==> src/design/RvTypes.sv <==
`default_nettype none

package RvTypes;

    // architectural widths
    localparam int XLen = 32;
    localparam int XLenLog2 = 5;

    // pc step for the link value
    localparam int InsnSize = 4;

    typedef logic [XLen-1:0] word_t;
    typedef logic [4:0] regAddr_t;

endpackage

`default_nettype wire

==> src/design/ExecOpTypes.sv <==
`default_nettype none

package ExecOpTypes;

    typedef enum logic [3:0] {
        AluCommand_Add,
        AluCommand_Sub,
        AluCommand_Sll,
        AluCommand_Slt,
        AluCommand_Sltu,
        AluCommand_Xor,
        AluCommand_Srl,
        AluCommand_Sra,
        AluCommand_Or,
        AluCommand_And,
        AluCommand_Clear1,
        AluCommand_Clear2
    } AluCommand;

    typedef enum logic [1:0] {
        AluSrcType1_Zero,
        AluSrcType1_Pc,
        AluSrcType1_Reg
    } AluSrcType1;

    typedef enum logic [1:0] {
        AluSrcType2_Zero,
        AluSrcType2_Imm,
        AluSrcType2_Reg
    } AluSrcType2;

    typedef enum logic [2:0] {
        BranchType_Equal,
        BranchType_NotEqual,
        BranchType_LessThan,
        BranchType_GreaterEqual,
        BranchType_UnsignedLessThan,
        BranchType_UnsignedGreaterEqual,
        BranchType_Always
    } BranchType;

    typedef enum logic [2:0] {
        MulDivType_Mul,
        MulDivType_Mulh,
        MulDivType_Mulhsu,
        MulDivType_Mulhu,
        MulDivType_Div,
        MulDivType_Divu,
        MulDivType_Rem,
        MulDivType_Remu
    } MulDivType;

    typedef enum logic {
        IntResultType_Alu,
        IntResultType_MulDiv
    } IntResultType;

    // cycles from start strobe to done
    localparam int MulLatency = 3;
    localparam int DivLatency = 34;

endpackage

`default_nettype wire

==> src/design/OperandCapture.sv <==
`timescale 1ns/1ps
`default_nettype none

module OperandCapture
    import RvTypes::*;
    import ExecOpTypes::*;
(
    input  logic         clk,
    input  logic         rst,
    input  logic         flush,
    input  logic         busy,
    input  logic         inValid,
    input  word_t        inPc,
    input  word_t        inImm,
    input  word_t        inRs1Value,
    input  word_t        inRs2Value,
    input  regAddr_t     inRd,
    input  AluCommand    inAluCommand,
    input  AluSrcType1   inAluSrc1,
    input  AluSrcType2   inAluSrc2,
    input  logic         inIsBranch,
    input  BranchType    inBranchType,
    input  IntResultType inResultType,
    input  MulDivType    inMulDivType,
    input  logic         inLinkWrite,
    output logic         exValid,
    output word_t        exPc,
    output regAddr_t     exRd,
    output word_t        exRs1Value,
    output word_t        exRs2Value,
    output word_t        exAluSrc1Value,
    output word_t        exAluSrc2Value,
    output AluCommand    exAluCommand,
    output logic         exIsBranch,
    output BranchType    exBranchType,
    output IntResultType exResultType,
    output MulDivType    exMulDivType,
    output logic         exLinkWrite,
    output word_t        exNextPc
);
    logic accept;
    word_t imm;
    AluSrcType1 aluSrc1;
    AluSrcType2 aluSrc2;

    // issue while busy is dropped
    assign accept = inValid && !busy && !flush;

    always_ff @(posedge clk) begin
        if (rst || flush) begin
            exValid <= 1'b0;
        end else begin
            exValid <= accept;
        end
    end

    always_ff @(posedge clk) begin
        if (accept) begin
            exPc <= inPc;
            imm <= inImm;
            exRs1Value <= inRs1Value;
            exRs2Value <= inRs2Value;
            exRd <= inRd;
            exAluCommand <= inAluCommand;
            aluSrc1 <= inAluSrc1;
            aluSrc2 <= inAluSrc2;
            exIsBranch <= inIsBranch;
            exBranchType <= inBranchType;
            exResultType <= inResultType;
            exMulDivType <= inMulDivType;
            exLinkWrite <= inLinkWrite;
        end
    end

    always_comb begin
        unique case (aluSrc1)
            AluSrcType1_Zero: exAluSrc1Value = '0;
            AluSrcType1_Pc:   exAluSrc1Value = exPc;
            AluSrcType1_Reg:  exAluSrc1Value = exRs1Value;
            default:          exAluSrc1Value = '0;
        endcase

        unique case (aluSrc2)
            AluSrcType2_Zero: exAluSrc2Value = '0;
            AluSrcType2_Imm:  exAluSrc2Value = imm;
            AluSrcType2_Reg:  exAluSrc2Value = exRs2Value;
            default:          exAluSrc2Value = '0;
        endcase

        // link value for jal/jalr
        exNextPc = exPc + word_t'(InsnSize);
    end

endmodule

`default_nettype wire

==> src/design/IntAlu.sv <==
`timescale 1ns/1ps
`default_nettype none

module IntAlu
    import RvTypes::*;
    import ExecOpTypes::*;
(
    input  AluCommand aluCommand,
    input  word_t     src1,
    input  word_t     src2,
    input  BranchType branchType,
    input  logic      isBranch,
    input  word_t     rs1,
    input  word_t     rs2,
    output word_t     aluResult,
    output logic      branchTaken
);
    logic [XLenLog2-1:0] shamt;
    logic compare;

    assign shamt = src2[XLenLog2-1:0];

    always_comb begin
        unique case (aluCommand)
            AluCommand_Add:    aluResult = src1 + src2;
            AluCommand_Sub:    aluResult = src1 - src2;
            AluCommand_Sll:    aluResult = src1 << shamt;
            AluCommand_Slt:    aluResult = word_t'($signed(src1) < $signed(src2));
            AluCommand_Sltu:   aluResult = word_t'(src1 < src2);
            AluCommand_Xor:    aluResult = src1 ^ src2;
            AluCommand_Srl:    aluResult = src1 >> shamt;
            AluCommand_Sra:    aluResult = word_t'($signed(src1) >>> shamt);
            AluCommand_Or:     aluResult = src1 | src2;
            AluCommand_And:    aluResult = src1 & src2;
            AluCommand_Clear1: aluResult = src1 & ~src2;
            AluCommand_Clear2: aluResult = ~src1 & src2;
            default:           aluResult = '0;
        endcase
    end

    // comparator works on the raw register values
    always_comb begin
        unique case (branchType)
            BranchType_Equal:                compare = rs1 == rs2;
            BranchType_NotEqual:             compare = rs1 != rs2;
            BranchType_LessThan:             compare = $signed(rs1) < $signed(rs2);
            BranchType_GreaterEqual:         compare = $signed(rs1) >= $signed(rs2);
            BranchType_UnsignedLessThan:     compare = rs1 < rs2;
            BranchType_UnsignedGreaterEqual: compare = rs1 >= rs2;
            BranchType_Always:               compare = 1'b1;
            default:                         compare = 1'b0;
        endcase
    end

    assign branchTaken = isBranch && compare;

endmodule

`default_nettype wire

==> src/design/MulUnit.sv <==
`timescale 1ns/1ps
`default_nettype none

module MulUnit
    import RvTypes::*;
    import ExecOpTypes::*;
(
    input  logic      clk,
    input  logic      rst,
    input  logic      flush,
    input  logic      start,
    input  MulDivType mulDivType,
    input  word_t     src1,
    input  word_t     src2,
    output logic      done,
    output word_t     result
);
    logic signed1;
    logic signed2;
    logic highHalf;
    logic signed [XLen:0] op1;
    logic signed [XLen:0] op2;
    logic high1;
    logic high2;
    logic [2*XLen-1:0] product;
    logic [MulLatency-1:0] validPipe;

    always_comb begin
        signed1 = (mulDivType == MulDivType_Mulh) || (mulDivType == MulDivType_Mulhsu);
        signed2 = mulDivType == MulDivType_Mulh;
        highHalf = mulDivType != MulDivType_Mul;
    end

    always_ff @(posedge clk) begin
        if (rst || flush) begin
            validPipe <= '0;
        end else begin
            validPipe <= {validPipe[MulLatency-2:0], start};
        end
    end

    // operands, product, half select
    always_ff @(posedge clk) begin
        op1 <= {signed1 & src1[XLen-1], src1};
        op2 <= {signed2 & src2[XLen-1], src2};
        high1 <= highHalf;
        product <= op1 * op2;
        high2 <= high1;
        result <= high2 ? product[2*XLen-1:XLen] : product[XLen-1:0];
    end

    assign done = validPipe[MulLatency-1];

endmodule

`default_nettype wire

==> src/design/DivUnit.sv <==
`timescale 1ns/1ps
`default_nettype none

module DivUnit
    import RvTypes::*;
    import ExecOpTypes::*;
(
    input  logic      clk,
    input  logic      rst,
    input  logic      flush,
    input  logic      start,
    input  MulDivType mulDivType,
    input  word_t     dividend,
    input  word_t     divisor,
    output logic      done,
    output word_t     quotient,
    output word_t     remainder
);
    logic active;
    logic [XLenLog2:0] count;
    word_t remReg;
    word_t quoReg;
    word_t divisorMag;
    logic negQuotient;
    logic negRemainder;
    logic divByZero;
    logic isSigned;
    logic dividendNeg;
    logic divisorNeg;
    logic [XLen:0] shifted;
    logic [XLen+1:0] trial;

    always_comb begin
        isSigned = (mulDivType == MulDivType_Div) || (mulDivType == MulDivType_Rem);
        dividendNeg = isSigned && dividend[XLen-1];
        divisorNeg = isSigned && divisor[XLen-1];
        shifted = {remReg, quoReg[XLen-1]};
        trial = {1'b0, shifted} - {2'b00, divisorMag};
    end

    // one load cycle, 32 steps, one fixup cycle
    always_ff @(posedge clk) begin
        if (rst || flush) begin
            active <= 1'b0;
            done <= 1'b0;
            count <= '0;
        end else begin
            done <= 1'b0;
            if (start) begin
                active <= 1'b1;
                count <= '0;
            end else if (active) begin
                if (count[XLenLog2]) begin
                    active <= 1'b0;
                    done <= 1'b1;
                end else begin
                    count <= count + 1'b1;
                end
            end
        end
    end

    always_ff @(posedge clk) begin
        if (start) begin
            remReg <= '0;
            quoReg <= dividendNeg ? -dividend : dividend;
            divisorMag <= divisorNeg ? -divisor : divisor;
            negQuotient <= dividendNeg ^ divisorNeg;
            negRemainder <= dividendNeg;
            divByZero <= divisor == '0;
        end else if (active && !count[XLenLog2]) begin
            if (!trial[XLen+1]) begin
                remReg <= trial[XLen-1:0];
                quoReg <= {quoReg[XLen-2:0], 1'b1};
            end else begin
                remReg <= shifted[XLen-1:0];
                quoReg <= {quoReg[XLen-2:0], 1'b0};
            end
        end else if (active) begin
            // overflow already yields dividend and zero here
            quotient <= divByZero ? '1 : (negQuotient ? -quoReg : quoReg);
            remainder <= negRemainder ? -remReg : remReg;
        end
    end

endmodule

`default_nettype wire

==> src/design/ExecWriteback.sv <==
`timescale 1ns/1ps
`default_nettype none

module ExecWriteback
    import RvTypes::*;
    import ExecOpTypes::*;
(
    input  logic         clk,
    input  logic         rst,
    input  logic         flush,
    input  logic         exValid,
    input  regAddr_t     exRd,
    input  IntResultType exResultType,
    input  MulDivType    exMulDivType,
    input  logic         exLinkWrite,
    input  word_t        exNextPc,
    input  word_t        aluResult,
    input  logic         branchTaken,
    input  logic         mulDone,
    input  word_t        mulResult,
    input  logic         divDone,
    input  word_t        divQuotient,
    input  word_t        divRemainder,
    output logic         mulStart,
    output logic         divStart,
    output logic         busy,
    output logic         outValid,
    output regAddr_t     outRd,
    output word_t        outValue,
    output logic         outBranchTaken,
    output word_t        outBranchTarget
);
    logic exMulDiv;
    logic exIsMul;
    logic aluRetire;
    logic mulDivRetire;
    logic pending;
    logic pendingIsMul;
    logic pendingRem;
    regAddr_t pendingRd;
    word_t mulDivValue;

    always_comb begin
        exMulDiv = exValid && (exResultType == IntResultType_MulDiv);
        exIsMul = exMulDivType inside {MulDivType_Mul, MulDivType_Mulh,
                                       MulDivType_Mulhsu, MulDivType_Mulhu};
        mulStart = exMulDiv && exIsMul && !flush;
        divStart = exMulDiv && !exIsMul && !flush;
        // high from capture until the result leaves
        busy = pending || exMulDiv;
        aluRetire = exValid && (exResultType == IntResultType_Alu);
        mulDivRetire = pending && (pendingIsMul ? mulDone : divDone);
        if (pendingIsMul) begin
            mulDivValue = mulResult;
        end else begin
            mulDivValue = pendingRem ? divRemainder : divQuotient;
        end
    end

    always_ff @(posedge clk) begin
        if (rst || flush) begin
            pending <= 1'b0;
            outValid <= 1'b0;
        end else begin
            outValid <= aluRetire || mulDivRetire;
            if (mulStart || divStart) begin
                pending <= 1'b1;
            end else if (mulDivRetire) begin
                pending <= 1'b0;
            end
        end
    end

    always_ff @(posedge clk) begin
        if (exMulDiv) begin
            pendingRd <= exRd;
            pendingIsMul <= exIsMul;
            pendingRem <= exMulDivType inside {MulDivType_Rem, MulDivType_Remu};
        end
        if (aluRetire) begin
            outRd <= exRd;
            outValue <= exLinkWrite ? exNextPc : aluResult;
            outBranchTaken <= branchTaken;
            outBranchTarget <= aluResult;
        end else if (mulDivRetire) begin
            outRd <= pendingRd;
            outValue <= mulDivValue;
            outBranchTaken <= 1'b0;
            outBranchTarget <= '0;
        end
    end

endmodule

`default_nettype wire

==> src/design/ExecuteStage.sv <==
`timescale 1ns/1ps
`default_nettype none

module ExecuteStage
    import RvTypes::*;
    import ExecOpTypes::*;
(
    input  logic         clk,
    input  logic         rst,
    input  logic         flush,
    input  logic         inValid,
    input  word_t        inPc,
    input  word_t        inImm,
    input  word_t        inRs1Value,
    input  word_t        inRs2Value,
    input  regAddr_t     inRd,
    input  AluCommand    inAluCommand,
    input  AluSrcType1   inAluSrc1,
    input  AluSrcType2   inAluSrc2,
    input  logic         inIsBranch,
    input  BranchType    inBranchType,
    input  IntResultType inResultType,
    input  MulDivType    inMulDivType,
    input  logic         inLinkWrite,
    output logic         busy,
    output logic         outValid,
    output regAddr_t     outRd,
    output word_t        outValue,
    output logic         outBranchTaken,
    output word_t        outBranchTarget
);
    logic exValid;
    regAddr_t exRd;
    word_t exRs1Value;
    word_t exRs2Value;
    word_t exAluSrc1Value;
    word_t exAluSrc2Value;
    AluCommand exAluCommand;
    logic exIsBranch;
    BranchType exBranchType;
    IntResultType exResultType;
    MulDivType exMulDivType;
    logic exLinkWrite;
    word_t exNextPc;
    word_t aluResult;
    logic branchTaken;
    logic mulStart;
    logic mulDone;
    word_t mulResult;
    logic divStart;
    logic divDone;
    word_t divQuotient;
    word_t divRemainder;

    OperandCapture capture (
        .clk, .rst, .flush, .busy,
        .inValid, .inPc, .inImm, .inRs1Value, .inRs2Value, .inRd,
        .inAluCommand, .inAluSrc1, .inAluSrc2, .inIsBranch, .inBranchType,
        .inResultType, .inMulDivType, .inLinkWrite,
        .exValid, .exPc(), .exRd, .exRs1Value, .exRs2Value,
        .exAluSrc1Value, .exAluSrc2Value, .exAluCommand, .exIsBranch,
        .exBranchType, .exResultType, .exMulDivType, .exLinkWrite, .exNextPc
    );

    IntAlu alu (
        .aluCommand(exAluCommand),
        .src1(exAluSrc1Value),
        .src2(exAluSrc2Value),
        .branchType(exBranchType),
        .isBranch(exIsBranch),
        .rs1(exRs1Value),
        .rs2(exRs2Value),
        .aluResult,
        .branchTaken
    );

    MulUnit mul (
        .clk, .rst, .flush,
        .start(mulStart),
        .mulDivType(exMulDivType),
        .src1(exRs1Value),
        .src2(exRs2Value),
        .done(mulDone),
        .result(mulResult)
    );

    DivUnit div (
        .clk, .rst, .flush,
        .start(divStart),
        .mulDivType(exMulDivType),
        .dividend(exRs1Value),
        .divisor(exRs2Value),
        .done(divDone),
        .quotient(divQuotient),
        .remainder(divRemainder)
    );

    ExecWriteback writeback (
        .clk, .rst, .flush,
        .exValid, .exRd, .exResultType, .exMulDivType, .exLinkWrite, .exNextPc,
        .aluResult, .branchTaken,
        .mulDone, .mulResult, .divDone, .divQuotient, .divRemainder,
        .mulStart, .divStart, .busy,
        .outValid, .outRd, .outValue, .outBranchTaken, .outBranchTarget
    );

endmodule

`default_nettype wire

==> config.mk <==
export PLATFORM = sky130hd
export DESIGN_NAME = ExecuteStage
export DESIGN_NICKNAME = d
export VERILOG_FILES = /design/src/design/RvTypes.sv /design/src/design/ExecOpTypes.sv /design/src/design/OperandCapture.sv /design/src/design/IntAlu.sv /design/src/design/MulUnit.sv /design/src/design/DivUnit.sv /design/src/design/ExecWriteback.sv /design/src/design/ExecuteStage.sv
export SDC_FILE = /design/constraint.sdc
export NUM_CORES = 2
export LEC_CHECK = 0
export BUFFER_PORTS_ARGS = -buffer_cell sky130_fd_sc_hd__buf_2
export CORE_UTILIZATION = 32
export DETAILED_ROUTE_END_ITERATION = 10
export GPL_ROUTABILITY_DRIVEN = 1
export MAX_ROUTING_LAYER = met4
export PLACE_DENSITY = 0.46
export SYNTH_ARGS = -nofsm -noshare
export SYNTH_HDL_FRONTEND = slang
export SYNTH_SLANG_ARGS = --single-unit
==> constraint.sdc <==
create_clock -name clk -period 16.55 [get_ports clk]
set_input_delay 2.4825 -clock clk [delete_from_list [all_inputs] [get_ports clk]]
set_output_delay 2.4825 -clock clk [all_outputs]
set_load 0.03 [all_outputs]
==> key figures <==
Die
  – Die X-Extent: 477.2 um
  – Die area: 227700 sq um
  – Core Area: 224700 sq um
  – Die H: 477.2 um
  – I/O pin count: 226
  – Initial Util: 0.3216
  – Rows: 174

GRT
  – Vias in the first global route: 59003
  – GR Overflow Total: 0
  – GRT Util Overall: 0.2413
  – Largest net degree at the start of global routing: 74
  – Initial antenna violation count: 12
  – First-pass GRT wire length: 398500 um

Logic synthesis
  – Cell accounting for the most synthesized area: fa_1
  – Largest cells by area after synthesis: fa_1 31%, edfxtp_1 15%, ha_1 6.6%, inv_1 6.6%, dfxtp_1 5.8%
  – YS warnings: 0
  – Netlist cell types: 85
  – Post-synth top area share: 0.3125
  – Post-synth top cells: 1273 x inv_1, 1128 x fa_1, 837 x nand2_1
  – Syn nets: 9343
  – Synth Instances: 7679
  – Cell area after synthesis: 72260 sq um
  – Async set or reset register ratio after synthesis: 0
  – Most common cell in the synthesized netlist: inv_1
  – EDFF count, synth: 358
  – Post-Syn Area per Cell: 9.410 sq um
  – Register bit total from synthesis: 568
  – Register area share after synthesis: 0.2070
  – Ys flop type: edfxtp_1

Route
  – TritonRoute pass-1 iters: 7
  – Metal2 WL: 129100 um
  – DRT iter0 DRCs: 4527
  – Met3 wire length: 13270 um
  – Via density: 5.183
  – DR WL/cell: 24.68 um
  – DR top layer: met4
  – Remaining DRCs: 0
  – ANT nets after route: 0
  – DR vias: 55753
  – Total Wirelength: 265400 um
  – M1 WL: 113300 um

Setup path
  – Worst Path Required: 17.09 ns
  – Setup slack, reg-to-reg: 7.37 ns
  – Worst path bufs/invs: 4
  – Worst path most repeated cell: fa_1
  – Worst-path fanout max: 32
  – Reg2reg end: mul.product[62]$_DFF_P_
  – CP Capture Type: flop
  – Reg2Reg Depth: 22
  – Critical path cell sequence: buf_4 > nand2_1 > inv_1 > fa_1 > fa_1 > fa_1 > fa_1 > fa_1 > fa_1 > fa_1 > inv_1 > fa_1 > inv_1 > ha_1 > nand2_1 > nor4_1 > and4_1 > nand4_1 > and3_1 > o32ai_1 > a31oi_1 > o311ai_0
  – CP Launch Type: flop
  – R2R Path Start: mul.op1[32]$_DFF_P_
  – Delay-heaviest family, CP: adder cells
  – Largest stage delay on the critical path: 0.93 ns
  – Critical path class: reg -> reg
  – Crit-path slowest cell: fa_1
  – Critical Path AT: 9.72 ns

Hold path
  – Worst Hold End: mul.high2$_DFF_P_
  – Hold wc startpoint: mul.high1$_DFF_P_
  – Hold path cells: 0
  – Worst hold path class: reg -> reg

Cells and area
  – Share of layout cells above drive strength 1: 0.08206
  – Number of flip-flops in the largest register: 64
  – Largest regs: mul.product (64), mul.op1 (33), mul.op2 (33)
  – Nets: 9360
  – Fillers: 23183
  – Area delta synth->final: 9.291%
  – Largest register by flop count: mul.product

Timing
  – RSZ-0062 raised after global routing: false
  – Fmax achieved: 108.9 MHz
  – Setup TNS: 0 ns
  – Setup violations, final: 0
  – Max Transition Viols Final: 0
  – Least-Margin Pin Slew: 1.145 ns
  – Final Hold Violating Endpoints: 0
  – Final Critical Period: 9.183 ns
  – Max_slew headroom: 0.2171
  – Period utilisation layout: 0.5549
  – Post-Route Skew: 0.06971 ns

Flow run
  – Max cap viols: 0

Clock network
  – Clock Sinks: 568
  – Inserted Clock Buffers: 68
  – Post-CTS Resized: 0
  – Post-CTS Repair Setup Buffers: 0
  – CTS tree: built
  – H-tree depth: 3
  – Hold Buf Count CTS: 0
  – Worst-case clock buffer depth: 3
  – Clk root buf: clkbuf_16
  – Skew-Pair Late Insertion Delay: 0.69 ns
  – Clock transition at the registers of the reported paths: 0.07 ns

Place
  – GP Congestion: 0.9924
  – PortBufs: 225
  – Post-detail-place hpwl: 211200 um

Run status
  – Status: finished clean
[metrics by stage]
stage               hold WS [ns]  worst slack [ns]  instance area (sq um)    util  cells
detailed placement        0.3121             7.437                  76700  0.3414  10618
CTS                       0.3256             7.382                  78940  0.3513  10742
global placement          0.3131             7.629                  76700  0.3414  10618
floorplan                 0.3096             2.386                  72260       -   7679
global route              0.3464             6.834                  78950  0.3514  10746
finish                    0.3269             7.367                  78970  0.3515  10756
[final cells by class]
class | count | area (sq um) | area share
Clock inverter | 38 | 432.9 | 0.005482
Clock buffer | 86 | 1800 | 0.02280
Antenna cell | 14 | 35.03 | 0.0004436
Multi-Input combinational cell | 5395 | 50910 | 0.6446
Timing Repair Buffer | 378 | 2275 | 0.02880
Tap cell | 2992 | 3744 | 0.04740
Inverter | 1285 | 4823 | 0.06108
Sequential cell | 568 | 14950 | 0.1894
[metal layers]
layer | GRT usage | vias to the layer above
li1 | - | 24772
met1 | 0.3060 | 28975
met2 | 0.4013 | 1622
met3 | 0.02773 | 384
met4 | 0.07638 | 0
met5 | - | -
[logic make-up (layout without fill, tap and decap cells)]
family	after synthesis	in the layout	synth area share
adder cells (fa/ha/maj)	1510	1510	0.3787
other	0	14	0
AND/OR/NAND/NOR	2205	2205	0.1491
multiplexers	198	198	0.03271
flip-flops	568	568	0.2070
AO/OA/AOI/OAI	1182	1182	0.1066
buffers and inverters	1716	1787	0.08968
XOR/XNOR	300	300	0.03636
[cell usage in the layout (no fill, tap or decap), drive strengths merged, types with 51 or more instances in the layout]
master  Yosys  final
a22oi      73     73
buf        49    378
clkbuf    382     86
inv      1275   1278
dfxtp     210    210
o31ai      61     61
a21o       83     83
nand3      66     66
a31oi      58     58
xnor2     202    202
or2        51     51
o21ai     290    290
a21oi     261    261
mux2i     127    127
xor2       98     98
nand2     837    837
nor2      335    335
edfxtp    358    358
and2      564    564
fa       1128   1128
nor2b      56     56
ha        382    382
nor3       89     89
[worst max-delay path by stage]
stage | cells after the start | slack, ns | endpoint | startpoint
floorplan | 1 | 2.39 | capture.aluSrc1[0]$_DFFE_PP_ | flush
global placement | 22 | 7.63 | mul.product[62]$_DFF_P_ | mul.op1[20]$_DFF_P_
detailed placement | 22 | 7.44 | mul.product[62]$_DFF_P_ | mul.op1[32]$_DFF_P_
CTS | 22 | 7.38 | mul.product[62]$_DFF_P_ | mul.op1[32]$_DFF_P_
global route | 22 | 6.83 | mul.product[62]$_DFF_P_ | mul.op2[0]$_DFF_P_
finish | 22 | 7.37 | mul.product[62]$_DFF_P_ | mul.op1[32]$_DFF_P_
Power is left out: the tool's default activity adds up to more than one toggle a clock period on the data nets, which glitch-free logic cannot reach.
